## src/csi_link_pkg.sv

```systemverilog
`default_nettype none

package csi_link_pkg;

	//////////////////////////////
	// lane widths
	localparam int nibble_w = 4;
	localparam int byte_w = 8;

	typedef logic [nibble_w-1:0] nibble_t;
	typedef logic [byte_w-1:0] byte_t;

	//////////////////////////////
	// sync byte, whole and two bits late
	localparam byte_t sync_even = 8'hB8;
	localparam logic [5:0] sync_odd_low = 6'h2E;

	typedef enum logic {
		phase_even,
		phase_odd
	} phase_e;

endpackage

`default_nettype wire

```

## src/csi_packet_pkg.sv

```systemverilog
`default_nettype none

package csi_packet_pkg;

	typedef logic [31:0] word_t;
	typedef logic [15:0] word_count_t;
	typedef logic [15:0] crc_t;
	typedef logic [31:0] addr_t;
	typedef logic [15:0] coord_t;

	typedef enum logic [5:0] {
		dt_frame_start = 6'h00,
		dt_frame_end   = 6'h01,
		dt_raw8        = 6'h2A
	} data_type_e;

	localparam int line_bytes = 640;
	localparam int line_words = line_bytes / 4;

	localparam crc_t crc_init = 16'hFFFF;
	localparam crc_t crc_poly = 16'h8408;

	//////////////////////////////
	// hamming parity column of each header bit
	localparam logic [5:0] ecc_col [24] = '{
		6'h07, 6'h0B, 6'h0D, 6'h0E, 6'h13, 6'h15, 6'h16, 6'h19,
		6'h1A, 6'h1C, 6'h23, 6'h25, 6'h26, 6'h29, 6'h2A, 6'h2C,
		6'h31, 6'h32, 6'h34, 6'h38, 6'h1F, 6'h2F, 6'h37, 6'h3B
	};

	function automatic logic [7:0] ecc_calc(input logic [23:0] hdr);
		logic [5:0] p;
		p = '0;
		for (int i = 0; i < 24; i++) begin
			if (hdr[i]) begin
				p = p ^ ecc_col[i];
			end
		end
		return {2'b00, p};
	endfunction

	// returns high when the syndrome points at one header bit
	function automatic logic ecc_syndrome_bit(input logic [7:0] syndrome,
			output logic [4:0] bit_idx);
		logic single;
		single = 1'b0;
		bit_idx = '0;
		for (int i = 0; i < 24; i++) begin
			if (syndrome == {2'b00, ecc_col[i]}) begin
				single = 1'b1;
				bit_idx = 5'(i);
			end
		end
		return single;
	endfunction

	//////////////////////////////
	// crc-16, low byte first, lsb first
	function automatic crc_t crc_next_word(input crc_t crc, input word_t data);
		crc_t c;
		logic fb;
		c = crc;
		for (int i = 0; i < 32; i++) begin
			fb = c[0] ^ data[i];
			c = c >> 1;
			if (fb) begin
				c = c ^ crc_poly;
			end
		end
		return c;
	endfunction

endpackage

`default_nettype wire

```

## src/byte_assembler.sv

```systemverilog
`timescale 1ns/1ps
`default_nettype none

module byte_assembler (
	input  wire                        mipi_clk_2,
	input  wire                        reset,
	input  wire                        hs_active_i,
	input  wire csi_link_pkg::nibble_t nibble_i,
	input  wire                        locked_i,
	input  wire csi_link_pkg::phase_e  phase_i,
	output csi_link_pkg::byte_t        byte_o,
	output logic                       byte_stb_o
);
	import csi_link_pkg::*;

	byte_t aligned_sr;
	byte_t shifted_sr;
	logic [1:0] carry_bits;
	logic toggle;

	// both alignments run all the time
	always_ff @(posedge mipi_clk_2) begin
		aligned_sr <= {nibble_i, aligned_sr[7:4]};
		shifted_sr <= {nibble_i[1:0], carry_bits, shifted_sr[7:4]};
		carry_bits <= nibble_i[3:2];
		if (locked_i && toggle) begin
			byte_o <= (phase_i == phase_even) ? aligned_sr : shifted_sr;
		end
	end

	// one byte every second cycle after lock
	always_ff @(posedge mipi_clk_2) begin
		if (reset || !hs_active_i) begin
			toggle <= 1'b0;
			byte_stb_o <= 1'b0;
		end else begin
			byte_stb_o <= locked_i & toggle;
			if (locked_i) begin
				toggle <= ~toggle;
			end
		end
	end

endmodule

`default_nettype wire

```

## src/csi_rx_top.sv

```systemverilog
`timescale 1ns/1ps
`default_nettype none

module csi_rx_top (
	input  wire                        mipi_clk_2,
	input  wire                        reset,
	input  wire                        hs_active_i,
	input  wire csi_link_pkg::nibble_t lane0_nibble_i,
	input  wire csi_link_pkg::nibble_t lane1_nibble_i,
	output logic                       wr_en_o,
	output csi_packet_pkg::addr_t      wr_addr_o,
	output csi_packet_pkg::word_t      wr_data_o,
	output csi_packet_pkg::coord_t     pix_x_o,
	output csi_packet_pkg::coord_t     pix_y_o,
	output logic                       crc_ok_o,
	output logic                       crc_err_o,
	output logic                       hdr_err_o
);
	import csi_link_pkg::*;
	import csi_packet_pkg::*;

	logic locked;
	phase_e phase;
	byte_t lane0_byte;
	byte_t lane1_byte;
	logic lane0_stb;
	logic lane1_stb;
	word_t word;
	logic word_stb;
	logic hdr_stb;
	data_type_e dtype;
	word_count_t wcount;
	word_t pay_word;
	logic pay_stb;

	//////////////////////////////
	// lane layer, lane 0 finds sync for both
	sync_hunter u_sync (
		.mipi_clk_2(mipi_clk_2), .reset(reset), .hs_active_i(hs_active_i),
		.nibble_i(lane0_nibble_i), .locked_o(locked), .phase_o(phase)
	);

	byte_assembler u_lane0 (
		.mipi_clk_2(mipi_clk_2), .reset(reset), .hs_active_i(hs_active_i),
		.nibble_i(lane0_nibble_i), .locked_i(locked), .phase_i(phase),
		.byte_o(lane0_byte), .byte_stb_o(lane0_stb)
	);

	byte_assembler u_lane1 (
		.mipi_clk_2(mipi_clk_2), .reset(reset), .hs_active_i(hs_active_i),
		.nibble_i(lane1_nibble_i), .locked_i(locked), .phase_i(phase),
		.byte_o(lane1_byte), .byte_stb_o(lane1_stb)
	);

	//////////////////////////////
	// packet layer
	word_packer u_packer (
		.mipi_clk_2(mipi_clk_2), .reset(reset), .hs_active_i(hs_active_i),
		.lane0_byte_i(lane0_byte), .lane1_byte_i(lane1_byte),
		.byte_stb_i(lane0_stb & lane1_stb), .word_o(word), .word_stb_o(word_stb)
	);

	header_decoder u_header (
		.mipi_clk_2(mipi_clk_2), .reset(reset), .hs_active_i(hs_active_i),
		.word_i(word), .word_stb_i(word_stb), .hdr_stb_o(hdr_stb), .dtype_o(dtype),
		.wcount_o(wcount), .pay_word_o(pay_word), .pay_stb_o(pay_stb),
		.hdr_err_o(hdr_err_o)
	);

	line_writer u_writer (
		.mipi_clk_2(mipi_clk_2), .reset(reset), .hdr_stb_i(hdr_stb), .dtype_i(dtype),
		.wcount_i(wcount), .pay_word_i(pay_word), .pay_stb_i(pay_stb),
		.wr_en_o(wr_en_o), .wr_addr_o(wr_addr_o), .wr_data_o(wr_data_o),
		.pix_x_o(pix_x_o), .pix_y_o(pix_y_o), .crc_ok_o(crc_ok_o), .crc_err_o(crc_err_o)
	);

endmodule

`default_nettype wire

```

## src/header_decoder.sv

```systemverilog
`timescale 1ns/1ps
`default_nettype none

module header_decoder (
	input  wire                          mipi_clk_2,
	input  wire                          reset,
	input  wire                          hs_active_i,
	input  wire csi_packet_pkg::word_t   word_i,
	input  wire                          word_stb_i,
	output logic                         hdr_stb_o,
	output csi_packet_pkg::data_type_e   dtype_o,
	output csi_packet_pkg::word_count_t  wcount_o,
	output csi_packet_pkg::word_t        pay_word_o,
	output logic                         pay_stb_o,
	output logic                         hdr_err_o
);
	import csi_packet_pkg::*;

	logic [7:0] syndrome;
	logic single;
	logic [4:0] flip_idx;
	logic [23:0] hdr_fixed;
	logic hdr_seen;
	logic pass_pay;

	//////////////////////////////
	// ecc check and single-bit fix
	always_comb begin
		syndrome = ecc_calc(word_i[23:0]) ^ word_i[31:24];
		single = ecc_syndrome_bit(syndrome, flip_idx);
		hdr_fixed = word_i[23:0];
		if (single) begin
			hdr_fixed[flip_idx] = ~hdr_fixed[flip_idx];
		end
	end

	always_ff @(posedge mipi_clk_2) begin
		if (word_stb_i) begin
			pay_word_o <= word_i;
		end
		if (word_stb_i && !hdr_seen) begin
			dtype_o <= data_type_e'(hdr_fixed[5:0]);
			wcount_o <= hdr_fixed[23:8];
		end
	end

	// first word of a burst is the header
	always_ff @(posedge mipi_clk_2) begin
		if (reset || !hs_active_i) begin
			hdr_seen <= 1'b0;
			pass_pay <= 1'b0;
			hdr_stb_o <= 1'b0;
			pay_stb_o <= 1'b0;
			hdr_err_o <= 1'b0;
		end else begin
			hdr_stb_o <= 1'b0;
			pay_stb_o <= 1'b0;
			hdr_err_o <= 1'b0;
			if (word_stb_i) begin
				if (!hdr_seen) begin
					hdr_seen <= 1'b1;
					if (syndrome == 8'h00 || single) begin
						hdr_stb_o <= 1'b1;
						pass_pay <= 1'b1;
					end else begin
						hdr_err_o <= 1'b1;
					end
				end else begin
					pay_stb_o <= pass_pay;
				end
			end
		end
	end

endmodule

`default_nettype wire

```

## src/line_writer.sv

```systemverilog
`timescale 1ns/1ps
`default_nettype none

module line_writer (
	input  wire                          mipi_clk_2,
	input  wire                          reset,
	input  wire                          hdr_stb_i,
	input  wire csi_packet_pkg::data_type_e  dtype_i,
	input  wire csi_packet_pkg::word_count_t wcount_i,
	input  wire csi_packet_pkg::word_t   pay_word_i,
	input  wire                          pay_stb_i,
	output logic                         wr_en_o,
	output csi_packet_pkg::addr_t        wr_addr_o,
	output csi_packet_pkg::word_t        wr_data_o,
	output csi_packet_pkg::coord_t       pix_x_o,
	output csi_packet_pkg::coord_t       pix_y_o,
	output logic                         crc_ok_o,
	output logic                         crc_err_o
);
	import csi_packet_pkg::*;

	typedef enum logic [1:0] {
		idle,
		payload,
		checksum
	} line_state_e;

	line_state_e state;
	coord_t word_cnt;
	addr_t addr_cnt;
	crc_t crc;

	always_ff @(posedge mipi_clk_2) begin
		if (reset) begin
			state <= idle;
			word_cnt <= '0;
			addr_cnt <= '0;
			wr_en_o <= 1'b0;
			wr_addr_o <= '0;
			pix_x_o <= '0;
			pix_y_o <= '0;
			crc_ok_o <= 1'b0;
			crc_err_o <= 1'b0;
		end else begin
			wr_en_o <= 1'b0;
			crc_ok_o <= 1'b0;
			crc_err_o <= 1'b0;
			if (hdr_stb_i) begin
				// a new packet drops whatever line was open
				state <= idle;
				if (dtype_i == dt_frame_start) begin
					addr_cnt <= '0;
					pix_y_o <= '0;
				end else if (dtype_i == dt_raw8 && wcount_i == word_count_t'(line_bytes)) begin
					state <= payload;
					word_cnt <= '0;
					pix_x_o <= '0;
					crc <= crc_init;
				end
			end else if (pay_stb_i) begin
				case (state)
					payload: begin
						wr_en_o <= 1'b1;
						wr_data_o <= pay_word_i;
						wr_addr_o <= addr_cnt;
						pix_x_o <= word_cnt;
						addr_cnt <= addr_cnt + 1'b1;
						crc <= crc_next_word(crc, pay_word_i);
						if (word_cnt == coord_t'(line_words - 1)) begin
							state <= checksum;
						end else begin
							word_cnt <= word_cnt + 1'b1;
						end
					end
					checksum: begin
						// trailing word, low half carries the crc
						crc_ok_o <= (pay_word_i[15:0] == crc);
						crc_err_o <= (pay_word_i[15:0] != crc);
						pix_y_o <= pix_y_o + 1'b1;
						state <= idle;
					end
					default: begin
						state <= idle;
					end
				endcase
			end
		end
	end

endmodule

`default_nettype wire

```

## src/sync_hunter.sv

```systemverilog
`timescale 1ns/1ps
`default_nettype none

module sync_hunter (
	input  wire                     mipi_clk_2,
	input  wire                     reset,
	input  wire                     hs_active_i,
	input  wire csi_link_pkg::nibble_t nibble_i,
	output logic                    locked_o,
	output csi_link_pkg::phase_e    phase_o
);
	import csi_link_pkg::*;

	// newest nibble enters at the top
	byte_t window;

	always_ff @(posedge mipi_clk_2) begin
		if (reset || !hs_active_i) begin
			window <= '0;
			locked_o <= 1'b0;
			phase_o <= phase_even;
		end else begin
			window <= {nibble_i, window[7:4]};
			// lock and phase hold for the rest of the burst
			if (!locked_o) begin
				if (window == sync_even) begin
					locked_o <= 1'b1;
					phase_o <= phase_even;
				end else if (window[5:0] == sync_odd_low) begin
					locked_o <= 1'b1;
					phase_o <= phase_odd;
				end
			end
		end
	end

endmodule

`default_nettype wire

```

## src/word_packer.sv

```systemverilog
`timescale 1ns/1ps
`default_nettype none

module word_packer (
	input  wire                        mipi_clk_2,
	input  wire                        reset,
	input  wire                        hs_active_i,
	input  wire csi_link_pkg::byte_t   lane0_byte_i,
	input  wire csi_link_pkg::byte_t   lane1_byte_i,
	input  wire                        byte_stb_i,
	output csi_packet_pkg::word_t      word_o,
	output logic                       word_stb_o
);
	import csi_link_pkg::*;
	import csi_packet_pkg::*;

	// set once the low byte pair is held
	logic half;
	logic [15:0] low_half;

	always_ff @(posedge mipi_clk_2) begin
		if (byte_stb_i) begin
			if (!half) begin
				low_half <= {lane1_byte_i, lane0_byte_i};
			end else begin
				word_o <= {lane1_byte_i, lane0_byte_i, low_half};
			end
		end
	end

	always_ff @(posedge mipi_clk_2) begin
		if (reset || !hs_active_i) begin
			half <= 1'b0;
			word_stb_o <= 1'b0;
		end else begin
			word_stb_o <= byte_stb_i & half;
			if (byte_stb_i) begin
				half <= ~half;
			end
		end
	end

endmodule

`default_nettype wire
```

## config.mk

```make
export PLATFORM = sky130hd
export DESIGN_NAME = csi_rx_top
export DESIGN_NICKNAME = d
export VERILOG_FILES = /design/src/csi_link_pkg.sv /design/src/csi_packet_pkg.sv /design/src/byte_assembler.sv /design/src/csi_rx_top.sv /design/src/header_decoder.sv /design/src/line_writer.sv /design/src/sync_hunter.sv /design/src/word_packer.sv
export SDC_FILE = /design/constraint.sdc
export NUM_CORES = 1
export LEC_CHECK = 0
export BUFFER_PORTS_ARGS = -buffer_cell sky130_fd_sc_hd__buf_2
export CORE_ASPECT_RATIO = 2
export CORE_MARGIN = 1.5
export CORE_UTILIZATION = 54
export DETAILED_ROUTE_END_ITERATION = 7
export PLACE_DENSITY = 0.76
export SYNTH_ARGS = -nofsm -noshare
export SYNTH_HDL_FRONTEND = slang
export SYNTH_SLANG_ARGS = --single-unit
export TNS_END_PERCENT = 10
```

## constraint.sdc

```tcl
create_clock -name mipi_clk_2 -period 3.15 [get_ports mipi_clk_2]
set_input_delay 0.63 -clock mipi_clk_2 [delete_from_list [all_inputs] [get_ports mipi_clk_2]]
set_output_delay 0.63 -clock mipi_clk_2 [all_outputs]
set_load 0.02 [all_outputs]
```

* Yosys cells after proc, flatten, opt, wreduce, memory -nomap -nowiden *
Cells that the tools add are included.

operators by class
  add/sub/neg operators = 3
  $mul = 0
  divide/modulo/power cells = 0
  order comparisons = 2
  equality and inequality tests = 38
  shift operators = 0
  mux-type cells = 271
  bitwise logic cells = 103
  reduce and logical (&&, ||, !) cells = 31

operator list
  operator               count
  $mux 16                174
  $mux 32                4
  $not 2->3              35
  $eq 8x6->1 const B     13
  $mux 6                 13
  $mux 5                 15
  $eq 8x5->1 const B     7
  $not 3->3              16
  $mux 4                 11
  $mux 1                 37
  $add 16x1->16 const B  2
  $add 32x1->32 const B  1
  $xor 1x1->1            32
  $bwmux 24              1
  $eq 8x4->1 const B     3
  $mux 24                1
  $not 5->5              4
  $eq 16x10->1 const B   1
  $eq 16x16->1           1
  $eq 16x8->1 const B    1
  $mux 8                 2
  $ne 16x16->1           1
  $mux 3                 5
  $eq 6x6->1 const B     2
  27 further kinds       66

word-level totals
  flip-flop bits (word level) = 340
  latch bits = 0
  RAM bits = 0
  bits in read-only memories = 0
  input bits = 11
  output and inout port bits = 100
  memories = 0

* Depth between registers and ports, before layout *
  word-level depth = 191
  depth in mapped cells = 12

* By module *
Synthesis repeated with hierarchy kept, for this count alone.

unflattened totals
  cell total of the unflattened synthesis = 1166
  area total of the unflattened synthesis = 14228.6 sq um

by module, submodules not included
  module          times used  cells each  area an instance (sq um)
  line_writer     1           704         7205.7
  header_decoder  1           310         3858.7
  word_packer     1           55          1529.0
  byte_assembler  2           33          643.1
  sync_hunter     1           30          342.8
  csi_rx_top      1           1           6.3

* Least setup slack after synthesis *
No wires, ideal clock.

  path kind = register to register
  start = reg u_packer.word_o[23]
  end = reg u_header.wcount_o[0], data pin
  library setup time = 0.260 ns
  data arrival time = 2.951 ns
  required time = 2.890 ns
  setup slack = -0.061 ns
  stages on the path, launching flop included = 11
  buffers on the path = 0
  clock period less this slack = 3.211 ns
  cell sequence = edfxtp_1 -> xnor2_1 -> xor3_2 -> xnor3_2 -> xnor2_2 -> o22ai_1 -> a22oi_2 -> nand4b_4 -> o21bai_1 -> a2bb2oi_2 -> mux2_2

between the ends
  longest elaborated chain between the ends = 32
  elaborated cells on any way between the ends = 83

RTL lines
  item                                                            RTL line              text
  from (decl)                                                     word_packer.sv:11     output csi_packet_pkg::word_t word_o,
  from (signal assigned)                                          word_packer.sv:26     word_o <= {lane1_byte_i, lane0_byte_i, low_half};
  $mux 6                                                          csi_packet_pkg.sv:35  if (hdr[i]) begin
  $xor 6x8->8                                                     header_decoder.sv:29  syndrome = ecc_calc(word_i[23:0]) ^ word_i[31:24];
  $eq 8x4->1                                                      csi_packet_pkg.sv:49  if (syndrome == {2'b00, ecc_col[i]}) begin
  $mux 1                                                          csi_packet_pkg.sv:49
  $mux 2 (2 in a row)                                             csi_packet_pkg.sv:49
  $mux 3 (4 in a row)                                             csi_packet_pkg.sv:49
  $mux 4 (8 in a row)                                             csi_packet_pkg.sv:49
  $mux 5 (8 in a row)                                             csi_packet_pkg.sv:49
  $lt 5x6->1 (implied by the code) or $ge 5x1->1 (tied branches)  header_decoder.sv:33  hdr_fixed[flip_idx] = ~hdr_fixed[flip_idx];
  $logic_and 1x1->1 (implied by the code)                         header_decoder.sv:33
  $mux 1 (implied by the code)                                    header_decoder.sv:33
  $demux 1 s5                                                     -
  $bwmux 24                                                       header_decoder.sv:33
  $mux 24 *                                                       header_decoder.sv:32  if (single) begin
  net u_header.hdr_fixed[8]                                       header_decoder.sv:22  logic [23:0] hdr_fixed;
  to (signal assigned)                                            header_decoder.sv:43  wcount_o <= hdr_fixed[23:8];
  to (decl)                                                       header_decoder.sv:12  output csi_packet_pkg::word_count_t wcount_o,

Mark *: on every way through the listed nets, which the timed path passes. The rest lies on a longest branch. The select of a mux whose other input is x is not followed.
A chain may end at the register's enable or synchronous reset.

* Worst setup path in the final report *
  start = reg u_packer.word_o[22]
  end = reg u_header.wcount_o[11], data pin

between the ends
  longest elaborated chain between the ends = 34
  elaborated cells on any way between the ends = 85

RTL lines
  item                                                            RTL line
  $mux 6                                                          csi_packet_pkg.sv:35
  $not 5->5 (no line)                                             -
  $mux 6                                                          csi_packet_pkg.sv:35
  $xor 6x8->8                                                     header_decoder.sv:29
  $eq 8x4->1                                                      csi_packet_pkg.sv:49
  $mux 1                                                          csi_packet_pkg.sv:49
  $mux 2 (2 in a row)                                             csi_packet_pkg.sv:49
  $mux 3 (4 in a row)                                             csi_packet_pkg.sv:49
  $mux 4 (8 in a row)                                             csi_packet_pkg.sv:49
  $mux 5 (8 in a row)                                             csi_packet_pkg.sv:49
  $lt 5x6->1 (implied by the code) or $ge 5x1->1 (tied branches)  header_decoder.sv:33
  $logic_and 1x1->1 (implied by the code)                         header_decoder.sv:33
  $mux 1 (implied by the code)                                    header_decoder.sv:33
  $demux 1 s5                                                     -
  $bwmux 24                                                       header_decoder.sv:33
  $mux 24 *                                                       header_decoder.sv:32
  net u_header.hdr_fixed[19]                                      header_decoder.sv:22

Marked as above.

==> impl_metrics.json <==
{
  "synthFlopType": "edfxtp_1",
  "grt_pass1_wl_um": 48780,
  "r2r_start": "u_packer.word_o[22]",
  "fin_crit_ns": 3.418,
  "synth_cell_type_count": 64,
  "r2r-end": "u_header.wcount_o[11]",
  "synth-simple-area-share": 0.1377,
  "combinationalPowerShare": 0.007,
  "cts.sinks": 324,
  "pin_count": 111,
  "routedWlPerCell_um": 18.45,
  "rows": 82,
  "syn_area_mm2": 0.01376,
  "ff_latch_area_mm2": 0.008148,
  "startpoint": "u_packer.word_o[22]",
  "cp.arrival_ns": 3.72,
  "critical_path_class": "reg2reg",
  "synth_fp_nets": 1142,
  "rrSetupSlack_ns": -0.27,
  "place_inst": 1673,
  "final_common_cell": "edfxtp_1",
  "synth_edf_count": 166,
  "n_antenna_cell": 0,
  "h-tree-depth": 1,
  "power.total_mw": 7.960,
  "cp-end-kind": "flip-flop",
  "synth-xor-area-share": 0.1650,
  "drc": 0,
  "hold_violations": 0,
  "yosys.area.top_type": "edfxtp_1",
  "critPathLaunchType": "flip-flop",
  "clockBufferDepth": 3,
  "yosysWarnings": 0,
  "area_growth_pct": 22.80,
  "clk_pin_slew_ns": 0.07,
  "antenna_found_initial": 0,
  "status": "finished with violations",
  "finalSetupViolations": 23,
  "mostFrequentLayoutCells": "edfxtp_1 (166), dfxtp_1 (158), buf_4 (142)",
  "portBuffers": 110,
  "globalplace.congestion": 0.9088,
  "clk_latency_ns": 0.58,
  "ir_drop_mv": 0.4622,
  "drt_pass1_iterations": 4,
  "sw_frac_of_total": 0.2007,
  "fill_cells": 1843,
  "whs_path_depth": 1,
  "synth_compound_area_frac": 0.05856,
  "cts_root_buf": "clkbuf_16",
  "final_core_util": 0.6749,
  "synth.avg_cell_area_um2": 12.20,
  "drive_gt1_frac": 0.2997,
  "min_from": "lane1_nibble_i[3]",
  "num_vias": 9263,
  "synthTopCellsByArea": "edfxtp_1 (36%), dfxtp_1 (23%), xnor2_1 (5.9%), xor2_1 (3.7%), xnor2_2 (3.4%)",
  "min_period_over_period": 1.085,
  "ant_nets": 0,
  "worstHoldPathType": "in2reg",
  "path_max_fanout": 5,
  "ys_ff_latch": 324,
  "grt_start_max_net_pins": 49,
  "pre_cts_ws_ns": -0.2815,
  "die_h_um": 228.7,
  "core_mm2": 0.02503,
  "p_clk_frac": 0.439,
  "finClkSkew_ns": 0.02801,
  "power_frac_seq": 0.555,
  "violations": "setup timing",
  "fmax_ghz": 0.2926,
  "p_leak_nw": 6.482,
  "p_int_mw": 6.363,
  "ys_seq_area_frac": 0.5922,
  "hpwl_um": 23700,
  "worst_pin_slew_ns": 0.7549,
  "final_max_slew_viol_count": 0,
  "rsz0062_at_grt": "yes",
  "die-area_mm2": 0.02650,
  "synthAdderAreaFrac": 0.002728,
  "slew_headroom": 0.4960,
  "synth_top_family_by_area": "XOR/XNOR gates",
  "ctsHoldBuffers": 0,
  "cp.required_ns": 3.45,
  "grt_pass1_vias": 9443,
  "synthMuxAreaShare": 0.03083,
  "final_net_count": 1390,
  "grtUsageTotal": 0.2426,
  "r2r_cells": 10,
  "holdPathEnd": "u_lane1.aligned_sr[7]",
  "multi_input_area_mm2": 0.005720,
  "grt_overflow": 0,
  "switching_power_mw": 1.597,
  "die_w_um": 115.9,
  "routed_wl_um": 32000,
  "power_density_mw_per_mm2": 471.1,
  "cts_tree": "done",
  "fin_cells": 1734,
  "async_flop_share": 0,
  "viasPerCell": 5.342,
  "drt_iter0_markers": 537,
  "synth_top_area_frac": 0.3623,
  "numCtsBuffers": 28,
  "start_util": 0.5496,
  "synthCells": 1128,
  "finalWorstSetupSlack_ns": -0.2677,
  "maxCapViolCount": 0
}
==> power by group through the flow <==
stage	logic, mW	registers, mW	clock network, mW
floorplan	0.0360	4.51	0
global placement	0.0523	4.51	0
detailed placement	0.0531	4.51	0
CTS	0.0542	4.41	3.55
global route	0.0588	4.41	3.70
finish	0.0535	4.42	3.49
==> layer usage <==
layer / vias to the layer above / global-route usage / routed length, um
met5: - / 0 / 0
met4: 0 / 0.1612 / 2418
met3: 119 / 0.02997 / 1130
met2: 233 / 0.4827 / 18360
met1: 4470 / 0.2129 / 10090
li1: 4441 / - / -
==> timing repair <==
| action | CTS | global route |
|---|---|---|
| buffers inserted | 5 | 4 |
| pin swaps | 7 | 6 |
| resized for setup | 18 | 25 |
| endpoints found under the setup margin | 22 | 45 |
| cloned | 0 | 0 |
==> layout make-up <==
cell class | instances | area share
well taps | 336 | 0.02488
repair buffers | 253 | 0.09634
flip-flops and latches | 324 | 0.4822
clock buffers | 34 | 0.04599
clock inverters | 18 | 0.009553
inverters | 11 | 0.002444
multi-input cells | 758 | 0.3386
==> critical path, stage by stage (launching register included) <==
cell and delay [ns]:
edfxtp_1 0.48, xnor2_2 0.23, xor3_1 0.49, xnor3_2 0.51, xnor2_4 0.19, buf_4 0.15
a22oi_2 0.22, nand4b_4 0.19, o21ai_1 0.23, o22ai_1 0.16, mux2_2 0.29
==> cells by family (layout without fill, tap and decap cells) <==
group           Yosys count  count (layout)
flops                   324             324
mux                      38              38
fa+ha+maj                 3               3
buf+inv                  46             316
xor+xnor                200             200
simple gates            389             389
compound gates          128             128
==> registers in the layout (all words and copies together), names as in the netlist, 2 cells and up <==
| signal | count |
|---|---|
| u_writer.crc | 16 |
| u_writer.wr_data_o | 32 |
| u_lane0.byte_o | 8 |
| u_writer.pix_y_o | 16 |
| u_header.dtype_o | 6 |
| u_lane1.aligned_sr | 8 |
| u_lane1.shifted_sr | 2 |
| u_lane0.shifted_sr | 2 |
| u_packer.low_half | 16 |
| u_writer.word_cnt | 16 |
| u_writer.pix_x_o | 16 |
| u_lane1.byte_o | 8 |
| u_header.pay_word_o | 32 |
| u_writer.wr_addr_o | 32 |
| u_packer.word_o | 32 |
| u_writer.state | 2 |
| u_sync.window | 8 |
| u_header.wcount_o | 16 |
| u_lane0.aligned_sr | 8 |
| u_writer.addr_cnt | 32 |
==> per-stage QoR <==
step                      hold slack [ns]  cell area [um2]  setup TNS, ns
after global placement             0.3314            15630         -2.945
after CTS                          0.1249            16710         -3.664
after detailed placement           0.3357            15630         -3.811
after floorplan                    0.3272            13780        -0.1168
final                              0.1540            16900         -4.674
after global routing               0.1363            16900         -6.960
==> synth_stat cells (all sizes together) (3+ instances only) <==
master	instances
nor4b	4
dfxtp	158
o31ai	3
mux2	35
a21oi	57
o22a	3
o21a	3
and4	3
nand2b	14
nand4	13
and3	19
xnor2	122
a22oi	3
nand3	22
nand4b	4
o22ai	10
and2	14
nor3	16
ha	3
xor3	5
a22o	16
clkbuf	27
nor3b	3
or2	12
nor2b	5
nor2	103
xnor3	14
nand2	123
edfxtp	166
inv	11
mux2i	3
nor4	4
o21ai	21
buf	8
xor2	59
or3	24
==> worst max-delay path by stage <==
stage                                       end  slack, ns  cells past startpoint
final                     u_header.wcount_o[11]      -0.27                     10
after global routing      u_header.wcount_o[14]      -0.38                     10
after CTS                 u_header.wcount_o[10]      -0.22                     10
after detailed placement  u_header.wcount_o[10]      -0.28                     10
after global placement    u_header.wcount_o[10]      -0.24                     10
after floorplan            u_header.wcount_o[0]      -0.02                     10
Note: power is estimated with default switching activity, not from simulation.
